**src/common/core_ctrl_pkg.sv**
```systemverilog
package core_ctrl_pkg;

  //////////////////////////////////////////////////////////////////////
  // Widths
  //////////////////////////////////////////////////////////////////////

  // Fetch address width
  localparam int unsigned XLEN = 32;

  //////////////////////////////////////////////////////////////////////
  // Controller types
  //////////////////////////////////////////////////////////////////////

  // Controller FSM states
  typedef enum logic [2:0] {
    RESET        = 3'd0,
    FIRST_FETCH  = 3'd1,
    FUNCTIONAL   = 3'd2,
    SLEEP        = 3'd3,
    DBG_FLUSH    = 3'd4,
    DBG_TAKEN_ID = 3'd5,
    DBG_TAKEN_IF = 3'd6,
    DBG_HALTED   = 3'd7
  } ctrl_state_e;

  // Source selected for the next PC value
  typedef enum logic [2:0] {
    PC_HOLD   = 3'd0,
    PC_BOOT   = 3'd1,
    PC_INCR   = 3'd2,
    PC_BRANCH = 3'd3,
    PC_HALT   = 3'd4,
    PC_DPC    = 3'd5
  } pc_src_e;

  // Debug entry cause, dcsr.cause encoding
  typedef enum logic [2:0] {
    CAUSE_NONE    = 3'd0,
    CAUSE_EBREAK  = 3'd1,
    CAUSE_HALTREQ = 3'd3,
    CAUSE_STEP    = 3'd4
  } dbg_cause_e;

endpackage

```
**src/controller/ctrl_fsm.sv**
```systemverilog
`timescale 1ns/1ps

module ctrl_fsm (
  input  logic                       clk,
  input  logic                       arst_n_i,
  input  logic                       instr_valid_i,
  input  logic                       id_ready_i,
  input  logic                       branch_taken_i,
  input  logic                       ebreak_i,
  input  logic                       wfi_i,
  input  logic                       debug_req_i,
  input  logic                       step_i,
  input  logic                       wakeup_i,
  input  logic                       resume_i,
  input  logic                       debug_mode_q_i,
  output core_ctrl_pkg::ctrl_state_e ctrl_fsm_cs_o,
  output core_ctrl_pkg::pc_src_e     pc_src_o,
  output logic                       dpc_capture_o,
  output logic                       dpc_use_next_o,
  output core_ctrl_pkg::dbg_cause_e  enter_cause_o,
  output logic                       resume_o,
  output logic                       first_done_o,
  output logic                       fetch_en_o,
  output logic                       retire_o,
  output logic                       sleeping_o
);

  core_ctrl_pkg::ctrl_state_e ctrl_fsm_cs;
  core_ctrl_pkg::ctrl_state_e ctrl_fsm_ns;

  // Flush was entered for a single step, picks the taken state
  logic step_entry_q;

  // Debug entry requests, ignored while already in debug mode
  logic dbg_req_valid;
  logic ebreak_valid;
  logic step_valid;
  logic retire;

  //////////////////////////////////////////////////////////////////////
  // Entry conditions
  //////////////////////////////////////////////////////////////////////

  assign dbg_req_valid = debug_req_i && !debug_mode_q_i;
  assign ebreak_valid  = ebreak_i && instr_valid_i && !debug_mode_q_i;
  assign step_valid    = step_i && !debug_mode_q_i;

  // Instruction leaves decode, halt and ebreak take precedence
  assign retire = (ctrl_fsm_cs == core_ctrl_pkg::FUNCTIONAL) &&
                  instr_valid_i && id_ready_i &&
                  !dbg_req_valid && !ebreak_i;

  //////////////////////////////////////////////////////////////////////
  // Next state and PC / dpc source selection
  //////////////////////////////////////////////////////////////////////

  always_comb begin
    ctrl_fsm_ns    = ctrl_fsm_cs;
    pc_src_o       = core_ctrl_pkg::PC_HOLD;
    dpc_capture_o  = 1'b0;
    dpc_use_next_o = 1'b0;
    enter_cause_o  = core_ctrl_pkg::CAUSE_NONE;
    resume_o       = 1'b0;
    fetch_en_o     = 1'b0;
    retire_o       = 1'b0;
    sleeping_o     = 1'b0;

    case (ctrl_fsm_cs)
      core_ctrl_pkg::RESET: begin
        // Load boot address, fetch starts next cycle
        pc_src_o    = core_ctrl_pkg::PC_BOOT;
        ctrl_fsm_ns = core_ctrl_pkg::FIRST_FETCH;
      end

      core_ctrl_pkg::FIRST_FETCH: begin
        fetch_en_o  = 1'b1;
        ctrl_fsm_ns = core_ctrl_pkg::FUNCTIONAL;
      end

      core_ctrl_pkg::FUNCTIONAL: begin
        fetch_en_o = 1'b1;
        if (dbg_req_valid) begin
          // Halt request, instruction in decode stays unretired
          dpc_capture_o = 1'b1;
          enter_cause_o = core_ctrl_pkg::CAUSE_HALTREQ;
          ctrl_fsm_ns   = core_ctrl_pkg::DBG_FLUSH;
        end else if (ebreak_valid) begin
          // dpc points at the ebreak itself
          dpc_capture_o = 1'b1;
          enter_cause_o = core_ctrl_pkg::CAUSE_EBREAK;
          ctrl_fsm_ns   = core_ctrl_pkg::DBG_FLUSH;
        end else if (retire) begin
          retire_o = 1'b1;
          pc_src_o = branch_taken_i ? core_ctrl_pkg::PC_BRANCH : core_ctrl_pkg::PC_INCR;
          if (wfi_i) begin
            ctrl_fsm_ns = core_ctrl_pkg::SLEEP;
          end else if (step_valid) begin
            // Step halts after the retire, dpc is the following address
            dpc_capture_o  = 1'b1;
            dpc_use_next_o = 1'b1;
            enter_cause_o  = core_ctrl_pkg::CAUSE_STEP;
            ctrl_fsm_ns    = core_ctrl_pkg::DBG_FLUSH;
          end
        end
      end

      core_ctrl_pkg::SLEEP: begin
        sleeping_o = 1'b1;
        // Halt request beats wakeup, PC already past the WFI
        if (dbg_req_valid) begin
          dpc_capture_o = 1'b1;
          enter_cause_o = core_ctrl_pkg::CAUSE_HALTREQ;
          ctrl_fsm_ns   = core_ctrl_pkg::DBG_TAKEN_IF;
        end else if (wakeup_i) begin
          ctrl_fsm_ns = core_ctrl_pkg::FUNCTIONAL;
        end
      end

      core_ctrl_pkg::DBG_FLUSH: begin
        // One cycle to drain the pipe
        ctrl_fsm_ns = step_entry_q ? core_ctrl_pkg::DBG_TAKEN_IF
                                   : core_ctrl_pkg::DBG_TAKEN_ID;
      end

      core_ctrl_pkg::DBG_TAKEN_ID,
      core_ctrl_pkg::DBG_TAKEN_IF: begin
        // Second capture strobe commits debug mode
        pc_src_o      = core_ctrl_pkg::PC_HALT;
        dpc_capture_o = 1'b1;
        ctrl_fsm_ns   = core_ctrl_pkg::DBG_HALTED;
      end

      core_ctrl_pkg::DBG_HALTED: begin
        if (resume_i && debug_mode_q_i) begin
          resume_o    = 1'b1;
          pc_src_o    = core_ctrl_pkg::PC_DPC;
          ctrl_fsm_ns = core_ctrl_pkg::FUNCTIONAL;
        end
      end

      default: begin
        ctrl_fsm_ns = core_ctrl_pkg::RESET;
      end
    endcase
  end

  //////////////////////////////////////////////////////////////////////
  // State registers
  //////////////////////////////////////////////////////////////////////

  always_ff @(posedge clk or negedge arst_n_i) begin
    if (!arst_n_i) begin
      ctrl_fsm_cs  <= core_ctrl_pkg::RESET;
      step_entry_q <= 1'b0;
    end else begin
      ctrl_fsm_cs <= ctrl_fsm_ns;
      // Remember flush reason for the taken state choice
      if (ctrl_fsm_ns == core_ctrl_pkg::DBG_FLUSH) begin
        step_entry_q <= (enter_cause_o == core_ctrl_pkg::CAUSE_STEP);
      end
    end
  end

  // Boot sequence is over once FIRST_FETCH is left
  assign first_done_o = (ctrl_fsm_cs != core_ctrl_pkg::RESET) &&
                        (ctrl_fsm_cs != core_ctrl_pkg::FIRST_FETCH);

  assign ctrl_fsm_cs_o = ctrl_fsm_cs;

endmodule

```
**src/logic/core_ctrl_top.sv**
```systemverilog
`timescale 1ns/1ps

module core_ctrl_top #(
  parameter logic [core_ctrl_pkg::XLEN-1:0] BOOT_ADDR    = 32'h0000_0080,
  parameter logic [core_ctrl_pkg::XLEN-1:0] DM_HALT_ADDR = 32'h1a11_0800
) (
  input  logic                           clk,
  input  logic                           arst_n_i,
  input  logic                           instr_valid_i,
  input  logic                           id_ready_i,
  input  logic                           branch_taken_i,
  input  logic [core_ctrl_pkg::XLEN-1:0] branch_target_i,
  input  logic                           ebreak_i,
  input  logic                           wfi_i,
  input  logic                           debug_req_i,
  input  logic                           step_i,
  input  logic                           wakeup_i,
  input  logic                           resume_i,
  output logic [core_ctrl_pkg::XLEN-1:0] pc_o,
  output logic                           fetch_en_o,
  output logic                           retire_o,
  output logic                           sleeping_o,
  output logic                           debug_havereset_o,
  output logic                           debug_running_o,
  output logic                           debug_halted_o,
  output logic [core_ctrl_pkg::XLEN-1:0] dpc_o,
  output core_ctrl_pkg::dbg_cause_e      cause_o
);

  //////////////////////////////////////////////////////////////////////
  // Internal wiring
  //////////////////////////////////////////////////////////////////////

  core_ctrl_pkg::pc_src_e         pc_src;
  core_ctrl_pkg::dbg_cause_e      enter_cause;
  logic [core_ctrl_pkg::XLEN-1:0] pc_next;
  logic                           dpc_capture;
  logic                           dpc_use_next;
  logic                           resume;
  logic                           first_done;
  logic                           debug_mode_q;

  // Sequencing and debug entry decisions
  ctrl_fsm i_ctrl_fsm (
    .clk            (clk),
    .arst_n_i       (arst_n_i),
    .instr_valid_i  (instr_valid_i),
    .id_ready_i     (id_ready_i),
    .branch_taken_i (branch_taken_i),
    .ebreak_i       (ebreak_i),
    .wfi_i          (wfi_i),
    .debug_req_i    (debug_req_i),
    .step_i         (step_i),
    .wakeup_i       (wakeup_i),
    .resume_i       (resume_i),
    .debug_mode_q_i (debug_mode_q),
    .ctrl_fsm_cs_o  (),
    .pc_src_o       (pc_src),
    .dpc_capture_o  (dpc_capture),
    .dpc_use_next_o (dpc_use_next),
    .enter_cause_o  (enter_cause),
    .resume_o       (resume),
    .first_done_o   (first_done),
    .fetch_en_o     (fetch_en_o),
    .retire_o       (retire_o),
    .sleeping_o     (sleeping_o)
  );

  // Fetch address
  pc_sequencer #(
    .BOOT_ADDR    (BOOT_ADDR),
    .DM_HALT_ADDR (DM_HALT_ADDR)
  ) i_pc_sequencer (
    .clk             (clk),
    .arst_n_i        (arst_n_i),
    .pc_src_i        (pc_src),
    .branch_taken_i  (branch_taken_i),
    .branch_target_i (branch_target_i),
    .dpc_i           (dpc_o),
    .pc_o            (pc_o),
    .pc_next_o       (pc_next)
  );

  // Debug mode, dpc, cause and status outputs
  debug_status i_debug_status (
    .clk               (clk),
    .arst_n_i          (arst_n_i),
    .dpc_capture_i     (dpc_capture),
    .dpc_use_next_i    (dpc_use_next),
    .enter_cause_i     (enter_cause),
    .pc_i              (pc_o),
    .pc_next_i         (pc_next),
    .resume_i          (resume),
    .first_done_i      (first_done),
    .debug_mode_q_o    (debug_mode_q),
    .dpc_o             (dpc_o),
    .cause_o           (cause_o),
    .debug_havereset_o (debug_havereset_o),
    .debug_running_o   (debug_running_o),
    .debug_halted_o    (debug_halted_o)
  );

endmodule

```
**src/logic/debug_status.sv**
```systemverilog
`timescale 1ns/1ps

module debug_status (
  input  logic                           clk,
  input  logic                           arst_n_i,
  input  logic                           dpc_capture_i,
  input  logic                           dpc_use_next_i,
  input  core_ctrl_pkg::dbg_cause_e      enter_cause_i,
  input  logic [core_ctrl_pkg::XLEN-1:0] pc_i,
  input  logic [core_ctrl_pkg::XLEN-1:0] pc_next_i,
  input  logic                           resume_i,
  input  logic                           first_done_i,
  output logic                           debug_mode_q_o,
  output logic [core_ctrl_pkg::XLEN-1:0] dpc_o,
  output core_ctrl_pkg::dbg_cause_e      cause_o,
  output logic                           debug_havereset_o,
  output logic                           debug_running_o,
  output logic                           debug_halted_o
);

  logic                           debug_mode_q;
  logic                           entry_pending_q;
  logic                           havereset_q;
  logic [core_ctrl_pkg::XLEN-1:0] dpc_q;
  core_ctrl_pkg::dbg_cause_e      cause_q;

  // First strobe of an entry loads dpc and cause
  logic capture_load;
  // Second strobe, in the taken state, sets debug mode
  logic capture_commit;

  assign capture_load   = dpc_capture_i && !entry_pending_q;
  assign capture_commit = dpc_capture_i && entry_pending_q;

  //////////////////////////////////////////////////////////////////////
  // Debug state flags
  //////////////////////////////////////////////////////////////////////

  always_ff @(posedge clk or negedge arst_n_i) begin
    if (!arst_n_i) begin
      debug_mode_q    <= 1'b0;
      entry_pending_q <= 1'b0;
      havereset_q     <= 1'b1;
      cause_q         <= core_ctrl_pkg::CAUSE_NONE;
    end else begin
      if (capture_load) begin
        entry_pending_q <= 1'b1;
        cause_q         <= enter_cause_i;
      end else if (capture_commit) begin
        entry_pending_q <= 1'b0;
        debug_mode_q    <= 1'b1;
      end
      if (resume_i) begin
        debug_mode_q <= 1'b0;
      end
      // Cleared for good once boot fetch is done
      if (first_done_i) begin
        havereset_q <= 1'b0;
      end
    end
  end

  // Saved PC, either the unretired or the following instruction
  always_ff @(posedge clk) begin
    if (capture_load) begin
      dpc_q <= dpc_use_next_i ? pc_next_i : pc_i;
    end
  end

  //////////////////////////////////////////////////////////////////////
  // Status outputs, one-hot by construction
  //////////////////////////////////////////////////////////////////////

  assign debug_halted_o    = debug_mode_q;
  assign debug_havereset_o = havereset_q && !debug_mode_q;
  assign debug_running_o   = !havereset_q && !debug_mode_q;

  assign debug_mode_q_o = debug_mode_q;
  assign dpc_o          = dpc_q;
  assign cause_o        = cause_q;

endmodule

```
**src/logic/pc_sequencer.sv**
```systemverilog
`timescale 1ns/1ps

module pc_sequencer #(
  parameter logic [core_ctrl_pkg::XLEN-1:0] BOOT_ADDR    = 32'h0000_0080,
  parameter logic [core_ctrl_pkg::XLEN-1:0] DM_HALT_ADDR = 32'h1a11_0800
) (
  input  logic                           clk,
  input  logic                           arst_n_i,
  input  core_ctrl_pkg::pc_src_e         pc_src_i,
  input  logic                           branch_taken_i,
  input  logic [core_ctrl_pkg::XLEN-1:0] branch_target_i,
  input  logic [core_ctrl_pkg::XLEN-1:0] dpc_i,
  output logic [core_ctrl_pkg::XLEN-1:0] pc_o,
  output logic [core_ctrl_pkg::XLEN-1:0] pc_next_o
);

  // Instruction size, no compressed support
  localparam logic [core_ctrl_pkg::XLEN-1:0] INSTR_BYTES = 4;

  logic [core_ctrl_pkg::XLEN-1:0] pc_q;
  logic [core_ctrl_pkg::XLEN-1:0] pc_d;
  logic [core_ctrl_pkg::XLEN-1:0] pc_seq;

  //////////////////////////////////////////////////////////////////////
  // Next address
  //////////////////////////////////////////////////////////////////////

  assign pc_seq = pc_q + INSTR_BYTES;

  // Address of the instruction after the one in decode
  assign pc_next_o = branch_taken_i ? branch_target_i : pc_seq;

  always_comb begin
    case (pc_src_i)
      core_ctrl_pkg::PC_BOOT:   pc_d = BOOT_ADDR;
      core_ctrl_pkg::PC_INCR:   pc_d = pc_seq;
      core_ctrl_pkg::PC_BRANCH: pc_d = branch_target_i;
      core_ctrl_pkg::PC_HALT:   pc_d = DM_HALT_ADDR;
      core_ctrl_pkg::PC_DPC:    pc_d = dpc_i;
      default:                  pc_d = pc_q;
    endcase
  end

  //////////////////////////////////////////////////////////////////////
  // PC register
  //////////////////////////////////////////////////////////////////////

  // Comes out of reset on the boot address
  always_ff @(posedge clk or negedge arst_n_i) begin
    if (!arst_n_i) begin
      pc_q <= BOOT_ADDR;
    end else begin
      pc_q <= pc_d;
    end
  end

  assign pc_o = pc_q;

endmodule

```
**config.mk**
```make
export PLATFORM = sky130hd
export DESIGN_NAME = core_ctrl_top
export DESIGN_NICKNAME = d
export VERILOG_FILES = /design/src/common/core_ctrl_pkg.sv /design/src/controller/ctrl_fsm.sv /design/src/logic/core_ctrl_top.sv /design/src/logic/debug_status.sv /design/src/logic/pc_sequencer.sv
export SDC_FILE = /design/constraint.sdc
export NUM_CORES = 1
export LEC_CHECK = 0
export BUFFER_PORTS_ARGS = -buffer_cell sky130_fd_sc_hd__buf_2
export CAP_MARGIN = 15
export CORE_MARGIN = 1.5
export CORE_UTILIZATION = 50
export DETAILED_ROUTE_END_ITERATION = 8
export PLACE_DENSITY = 0.75
export SYNTH_ARGS = -nofsm -noshare
export SYNTH_HDL_FRONTEND = slang
export SYNTH_SLANG_ARGS = --single-unit
```
**constraint.sdc**
```tcl
create_clock -name clk -period 5 [get_ports clk]
set_input_delay 0.25 -clock clk [delete_from_list [all_inputs] [get_ports clk]]
set_output_delay 0.25 -clock clk [all_outputs]
set_load 0.05 [all_outputs]
```
==> run_results.csv, run 1 <==
group,metric,value,unit
run_status,outcome,"complete, no violations",
worst_setup_path,cp-endpoint,"i_debug_status.dpc_o[23]$_DFFE_PP_",
global_routing,grt_overflow,0,
routing,wl_per_cell,20.8,um
clocking,numCtsBuffers,9,
worst_setup_path,slowest_delay,820,ps
sta,fin_ws,1840,ps
worst_setup_path,path_cells,"or4bb_1 -> a31oi_1 -> a21oi_1 -> or2_1 -> inv_1 -> buf_4",
logic_synthesis,synthArstFlopShare,0.568,
worst_hold_path,hold_path_class,"in -> async",
placed_design,io_buffers,115,
power,p_leak,2.26,nW
worst_setup_path,reg2reg_depth,6,
global_routing,grt_pass1_wl,25.2,mm
power,p_per_area,703,nW/um^2
clocking,insertion_delay,360,ps
worst_setup_path,ff2ff_setup_slack,1840,ps
logic_synthesis,seq_area_frac_synth,0.407,
routing,dr.pass1.iters,5,
die,start_util,0.512,
final_layout,diodes,0,
global_routing,grt_pass1_vias,4768,
sta,rsz0062_at_grt,"no",
logic_synthesis,synthTopCellsByArea,"dfrtp_1 20%, edfxtp_1 19%, o21ai_0 4.7%",
routing,drc,0,
logic_synthesis,synth-edff-count,32,
sta,fmax,317,MHz
routing,viasPerCell,6.65,
flow_run,drv_cap,0,
placed_design,dp_cells,763,
sta,fin_crit_sh,0.631,
logic_synthesis,synth_cells,561,
power,p_sw,2.24,mW
logic_synthesis,synth_area_per_cell,8.83,sq um
worst_setup_path,cp.required,5030,ps
power,seq_power_share,0.356,
sta,setup_violations,0,
sta,fin_crit,3160,ps
final_layout,multiInputGateArea,2660,sq um
die,die_height,103,um
worst_setup_path,criticalPathCategory,"reg -> reg",
final_layout,n_fill_cell,900,
worst_setup_path,path_max_fanout,23,
placed_design,place.gp.congestion,0.885,
global_routing,grt_usage,0.319,
sta,tns,0,ps
clocking,cts.htree.levels,3,
die,core,9680,sq um
sta,timing.hold.ws,63.3,ps
worst_setup_path,r2r_start,"i_ctrl_fsm.ctrl_fsm_cs_o[0]$_DFF_PN0_",
worst_setup_path,startpoint_type,"flop",
clocking,cts_hold_buf,0,
power,swShare,0.558,
logic_synthesis,synth_top_area_frac,0.202,
logic_synthesis,syn-num-nets,605,
clocking,cts_tree,"built",
worst_setup_path,crit_path_end_kind,"flop",
logic_synthesis,ys_seq_elements,74,
worst_setup_path,r2r-end,"i_debug_status.dpc_o[23]$_DFFE_PP_",
routing,first_iter_violations,589,
power,ir_drop,0.373,mV
clocking,path_clk_slew,80,ps
die,num_rows,36,
die,die_area,10500,sq um
sta,clock-skew-final,7.69,ps
clocking,clock_sinks,74,
worst_setup_path,slowest_stage,"dfrtp_1",
sta,maxSlewViolCount,0,
routing,postRouteAntennaNets,0,
sta,worst_pin_slew,1040,ps
global_routing,antenna_found_initial,0,
clocking,cts_resized,0,
power,power.internal,1.77,mW
global_routing,grt_max_degree,43,
final_layout,register_area,2010,sq um
routing,finalWirelength,16.2,mm
final_layout,fin_nets,685,
worst_setup_path,startpoint,"i_ctrl_fsm.ctrl_fsm_cs_o[0]$_DFF_PN0_",
power,power_frac_comb,0.538,
final_layout,final_cells,779,
die,boundaryPins,116,
routing,vias,5177,
clocking,ctsLongestPathBuffers,2,
sta,slew_headroom,0.297,
logic_synthesis,synth_top_cell_by_area,"dfrtp_1",
power,power,4.00,mW
logic_synthesis,synth_cell_type_count,68,
logic_synthesis,synth_area,4950,sq um
placed_design,post-dp-hpwl,10.9,mm
clocking,postCtsSetupBuffers,0,
placed_design,place_ws,1890,ps
final_layout,drive_gt1_frac,0.238,
logic_synthesis,ys.flop_type,"dfrtp_1",
final_layout,syn_to_final_growth,14.9,%
power,pwr-share-clk,0.107,
worst_setup_path,arrival,3190,ps
sta,finalHoldViolations,0,
clocking,root_buffer,"clkbuf_8",
logic_synthesis,yosys_warnings,0,
die,die_w,103,um
## per-layer routing
layer  global-route usage  wire length [um]
met3               0.0407              1590
met1                0.440              6540
met5                    0                 0
met2                0.503              7680
met4                0.144               417
## worst min path at each step
stage / startpoint / endpoint / slack, ps / cells after the start
final: arst_n_i / i_debug_status.cause_o[0]$_DFFE_PN0P_ / 60 / 1
after global routing: branch_target_i[0] / i_pc_sequencer.pc_o[0]$_DFFE_PN0P_ / 150 / 2
after CTS: arst_n_i / i_debug_status.cause_o[1]$_DFFE_PN0P_ / 110 / 1
after detailed placement: i_debug_status.cause_o[0]$_DFFE_PN0P_ / i_debug_status.cause_o[0]$_DFFE_PN0P_ / 480 / 1
after global placement: i_debug_status.cause_o[0]$_DFFE_PN0P_ / i_debug_status.cause_o[0]$_DFFE_PN0P_ / 480 / 1
after floorplan: arst_n_i / i_ctrl_fsm.ctrl_fsm_cs_o[0]$_DFF_PN0_ / -50 / 0
## synth_stat cells, types with 14 or more instances
cell / instances
o21ai_0: 47
a21oi_1: 42
dfrtp_1: 40
clkbuf_1: 27
nand2_1: 45
buf_2: 19
edfxtp_1: 32
a22oi_1: 21
nand3_1: 25
inv_1: 14
nor3_1: 17
nor2_1: 42
## state kept, by name, summed over array words and instances (netlist names)
| signal | flops |
|---|---|
| i_debug_status.debug_halted_o | 1 |
| i_ctrl_fsm.step_entry_q | 1 |
| i_debug_status.havereset_q | 1 |
| i_ctrl_fsm.ctrl_fsm_cs_o | 3 |
| i_debug_status.cause_o | 3 |
| i_pc_sequencer.pc_o | 32 |
| i_debug_status.entry_pending_q | 1 |
| i_debug_status.dpc_o | 32 |
## critical path: cells and delay by family (launching register included)
| family | cells | cell delay [ps] |
|---|---|---|
| DFF | 1 | 820 |
| and+or+nand+nor | 2 | 830 |
| AOI/OAI and AO/OA | 2 | 290 |
| buffers and inverters | 2 | 880 |
## cell families after synthesis
| logic type | after synthesis | synth area share |
|---|---|---|
| AND/OR/NAND/NOR | 205 | 0.229 |
| AO/OA/AOI/OAI | 189 | 0.257 |
| flip-flops | 74 | 0.407 |
| buffers and inverters | 68 | 0.0581 |
| multiplexers | 15 | 0.0308 |
| XOR/XNOR | 9 | 0.0159 |
| adder cells (fa/ha/maj) | 1 | 0.00252 |
## cell type report
cell class,instances,share of cell area
sequential,74,0.354
clock buffer,13,0.0261
clock inverter,3,0.00308
timing repair buffer,122,0.110
inverter,15,0.00989
tap,133,0.0292
multi-input combinational,419,0.468
## power by group through the flow
stage	combinational [mW]	sequential, mW	clock (mW)
final	2.15	1.42	0.427
after floorplan	1.03	1.98	0
after global placement	2.11	1.40	0
after global routing	2.30	1.47	0.452
after detailed placement	2.14	1.42	0
after CTS	2.15	1.41	0.429
## cells in the final DEF (no fill, tap or decap), types with 8 or more instances in the layout
cell	instances
buf_2	115
o21ai_0	47
nand2_1	45
nor2_1	42
a21oi_1	42
dfrtp_1	40
edfxtp_1	32
nand3_1	25
a22oi_1	21
nor3_1	17
inv_1	14
nand4_1	13
a221o_1	13
mux2i_1	13
and3_1	10
o311ai_0	10
clkbuf_8	10
o22ai_1	9
xnor2_1	8
## through the flow
step / area, sq um / utilization
global placement: 5530 / 0.571
detailed placement: 5530 / 0.571
floorplan: 4950 / -
CTS: 5690 / 0.588
global route: 5690 / 0.588
finish: 5690 / 0.588
No activity file was read; power rests on OpenSTA's default activity.
==> inputs of run 2 (changes only) <==
--- a/config.mk
+++ b/config.mk
@@ -8,9 +8,9 @@
 export BUFFER_PORTS_ARGS = -buffer_cell sky130_fd_sc_hd__buf_2
 export CAP_MARGIN = 15
 export CORE_MARGIN = 1.5
-export CORE_UTILIZATION = 50
+export CORE_UTILIZATION = 49
 export DETAILED_ROUTE_END_ITERATION = 8
-export PLACE_DENSITY = 0.75
+export PLACE_DENSITY = 0.77
 export SYNTH_ARGS = -nofsm -noshare
 export SYNTH_HDL_FRONTEND = slang
 export SYNTH_SLANG_ARGS = --single-unit
==> constraint.sdc (replaced) <==
create_clock -name clk -period 2.6 [get_ports clk]
set_input_delay 0.13 -clock clk [delete_from_list [all_inputs] [get_ports clk]]
set_output_delay 0.13 -clock clk [all_outputs]
set_load 0.05 [all_outputs]
==> run 2 against run 1 <==
  * Power rose by 100%
  * Sequential power rose by 83%
  * Design area rose by 4.8%
  * Sequential cell count did not move
  * Combinational power rose by 110%
==> run_results.csv, run 2 (synthesis gave the netlist of run 1 again) <==
group,metric,value,unit
run_status,outcome,"complete, no violations",
sta,maxSlewViolCount,0,
global_routing,grt_busiest_layer,"met2",
routing,finalWirelength,16.5,mm
placed_design,io_buffers,115,
clocking,cts_tree,"built",
clocking,clock_sinks,74,
worst_setup_path,criticalPathCategory,"reg -> out",
clocking,root_buffer,"clkbuf_8",
final_layout,final_common_cell,"buf_2",
power,power,8.14,mW
power,power_frac_comb,0.546,
final_layout,final_cell_area,5970,sq um
sta,fin_crit_sh,0.932,
power,p_sw,4.35,mW
power,p_leak,2.40,nW
global_routing,antenna_found_initial,0,
global_routing,grtUsageMet2,0.487,
sta,slew_headroom,0.296,
sta,fin_crit,2420,ps
final_layout,diodes,0,
power,swShare,0.535,
worst_setup_path,r2r-end,"i_debug_status.dpc_o[21]$_DFFE_PP_",
flow_run,drv_cap,0,
die,die_area,10700,sq um
sta,tns,0,ps
global_routing,grt_overflow,0,
die,die_height,104,um
routing,postRouteAntennaNets,0,
final_layout,fin_nets,707,
power,ir_drop,0.724,mV
final_layout,register_area,2010,sq um
global_routing,grt_pass1_vias,4884,
final_layout,final_cell_mix,"115 x buf_2, 47 x o21ai_0, 45 x nand2_1, 42 x nor2_1, 42 x a21oi_1",
sta,rsz0062_at_grt,"no",
sta,worst_pin_slew,1060,ps
final_layout,syn_to_final_growth,20.5,%
placed_design,dp_cells,784,
power,pwr-share-clk,0.134,
worst_hold_path,hold_start,"branch_target_i[25]",
final_layout,n_fill_cell,875,
placed_design,place.gp.congestion,0.895,
final_layout,multiInputGateArea,2660,sq um
placed_design,post-dp-hpwl,11.1,mm
clocking,ctsLongestPathBuffers,2,
worst_setup_path,cp.required,2470,ps
global_routing,grt_max_degree,48,
final_layout,drive_gt1_frac,0.269,
worst_setup_path,startpoint_type,"flop",
worst_setup_path,reg2reg_depth,7,
worst_hold_path,hold_path_depth,3,
sta,setup_violations,0,
global_routing,grt_usage,0.309,
clocking,insertion_delay,360,ps
clocking,numCtsBuffers,9,
global_routing,grt_pass1_wl,26.4,mm
power,p_per_area,1360,nW/um^2
worst_hold_path,whs_endpoint,"i_pc_sequencer.pc_o[25]$_DFFE_PN0P_",
sta,finalHoldViolations,0,
die,core,9770,sq um
power,seq_power_share,0.319,
die,die_w,104,um
routing,vias,5239,
routing,drc,0,
worst_setup_path,crit_path_end_kind,"primary output",
sta,clock-skew-final,7.98,ps
final_layout,final_cells,801,
worst_setup_path,path_max_fanout,7,
worst_setup_path,r2r_start,"i_ctrl_fsm.ctrl_fsm_cs_o[0]$_DFF_PN0_",
clocking,path_clk_slew,80,ps
clocking,cts.htree.levels,3,
die,boundaryPins,116,
routing,wl_per_cell,20.6,um
worst_setup_path,arrival,2290,ps
worst_setup_path,ff2ff_setup_slack,200,ps
sta,fmax,413,MHz
worst_hold_path,hold_path_class,"in -> reg",
routing,first_iter_violations,516,
die,start_util,0.507,
global_routing,grtUsageMet1,0.428,
routing,viasPerCell,6.54,
power,power.internal,3.78,mW
global_routing,use_met3,0.0554,
die,num_rows,36,
placed_design,dpl_cell_area,5720,sq um
routing,dr.pass1.iters,7,
run 2: cell count changes in the layout (fill, tap and decap cells not counted), sizes merged:
cell	change
buf	+21
bufinv	+2
clkbuf	-1
clkinv	-1
clkinvlp	+1
dlygate4sd3	+1
inv	-1
run 2: worst max-delay path by stage:
stage | cells after the start | slack [ps] | from | endpoint
global placement | 5 | 310 | i_pc_sequencer.pc_o[9]$_DFFE_PN0P_ | i_debug_status.dpc_o[25]$_DFFE_PP_
detailed placement | 5 | 270 | i_pc_sequencer.pc_o[9]$_DFFE_PN0P_ | i_debug_status.dpc_o[25]$_DFFE_PP_
global route | 5 | 90 | i_ctrl_fsm.ctrl_fsm_cs_o[0]$_DFF_PN0_ | retire_o
finish | 5 | 180 | i_ctrl_fsm.ctrl_fsm_cs_o[0]$_DFF_PN0_ | retire_o
CTS | 5 | 160 | i_ctrl_fsm.ctrl_fsm_cs_o[0]$_DFF_PN0_ | retire_o
floorplan | 6 | 20 | i_debug_status.debug_halted_o$_DFFE_PN0P_ | i_debug_status.dpc_o[0]$_DFFE_PP_
run 2: worst max-delay path, stage by stage, from the launching register on:
cell and delay, ps:
dfrtp_1 450, buf_4 190, nor3b_2 330, nand3_1 380, inv_2 280, buf_2 300
run 2: per-layer routing:
metal,vias to the layer above,routed length [um]
li1,2366,-
met1,2520,6840
met2,322,7740
met3,31,1580
met4,0,315
met5,-,0
run 2: area by class of cell:
type                       count  area share
multi-input combinational    419       0.445
sequential                    74       0.338
timing repair buffer         144       0.140
tap                          133      0.0279
clock buffer                  12      0.0277
clock inverter                 4      0.0122
inverter                      15      0.0101
run 2: power groups by stage:
stage / Combinational (mW) / Sequential (mW) / Clock [mW]
2_1_floorplan: 1.99 / 3.80 / 0
3_5_place_dp: 4.40 / 2.59 / 0
5_1_grt: 4.72 / 2.69 / 1.14
4_1_cts: 4.43 / 2.57 / 1.10
3_3_place_gp: 4.36 / 2.56 / 0
6_report: 4.45 / 2.60 / 1.09
run 2: repair_timing:
item | CTS | global route
hold endpoints to repair | 40 | 0
buffers inserted | 0 | 0
hold buffers | 1 | 0
gates resized for setup | 0 | 1
endpoints found under the setup margin | 0 | 1
run 2: metrics by stage:
step | setup slack (ps) | utilization | hold slack, ps
final | 177 | 0.611 | 13.9
after global routing | 91.7 | 0.611 | 34.9
after CTS | 156 | 0.611 | 5.00
after detailed placement | 272 | 0.585 | 370
after global placement | 307 | 0.585 | 378
after floorplan | 23.1 | - | -166
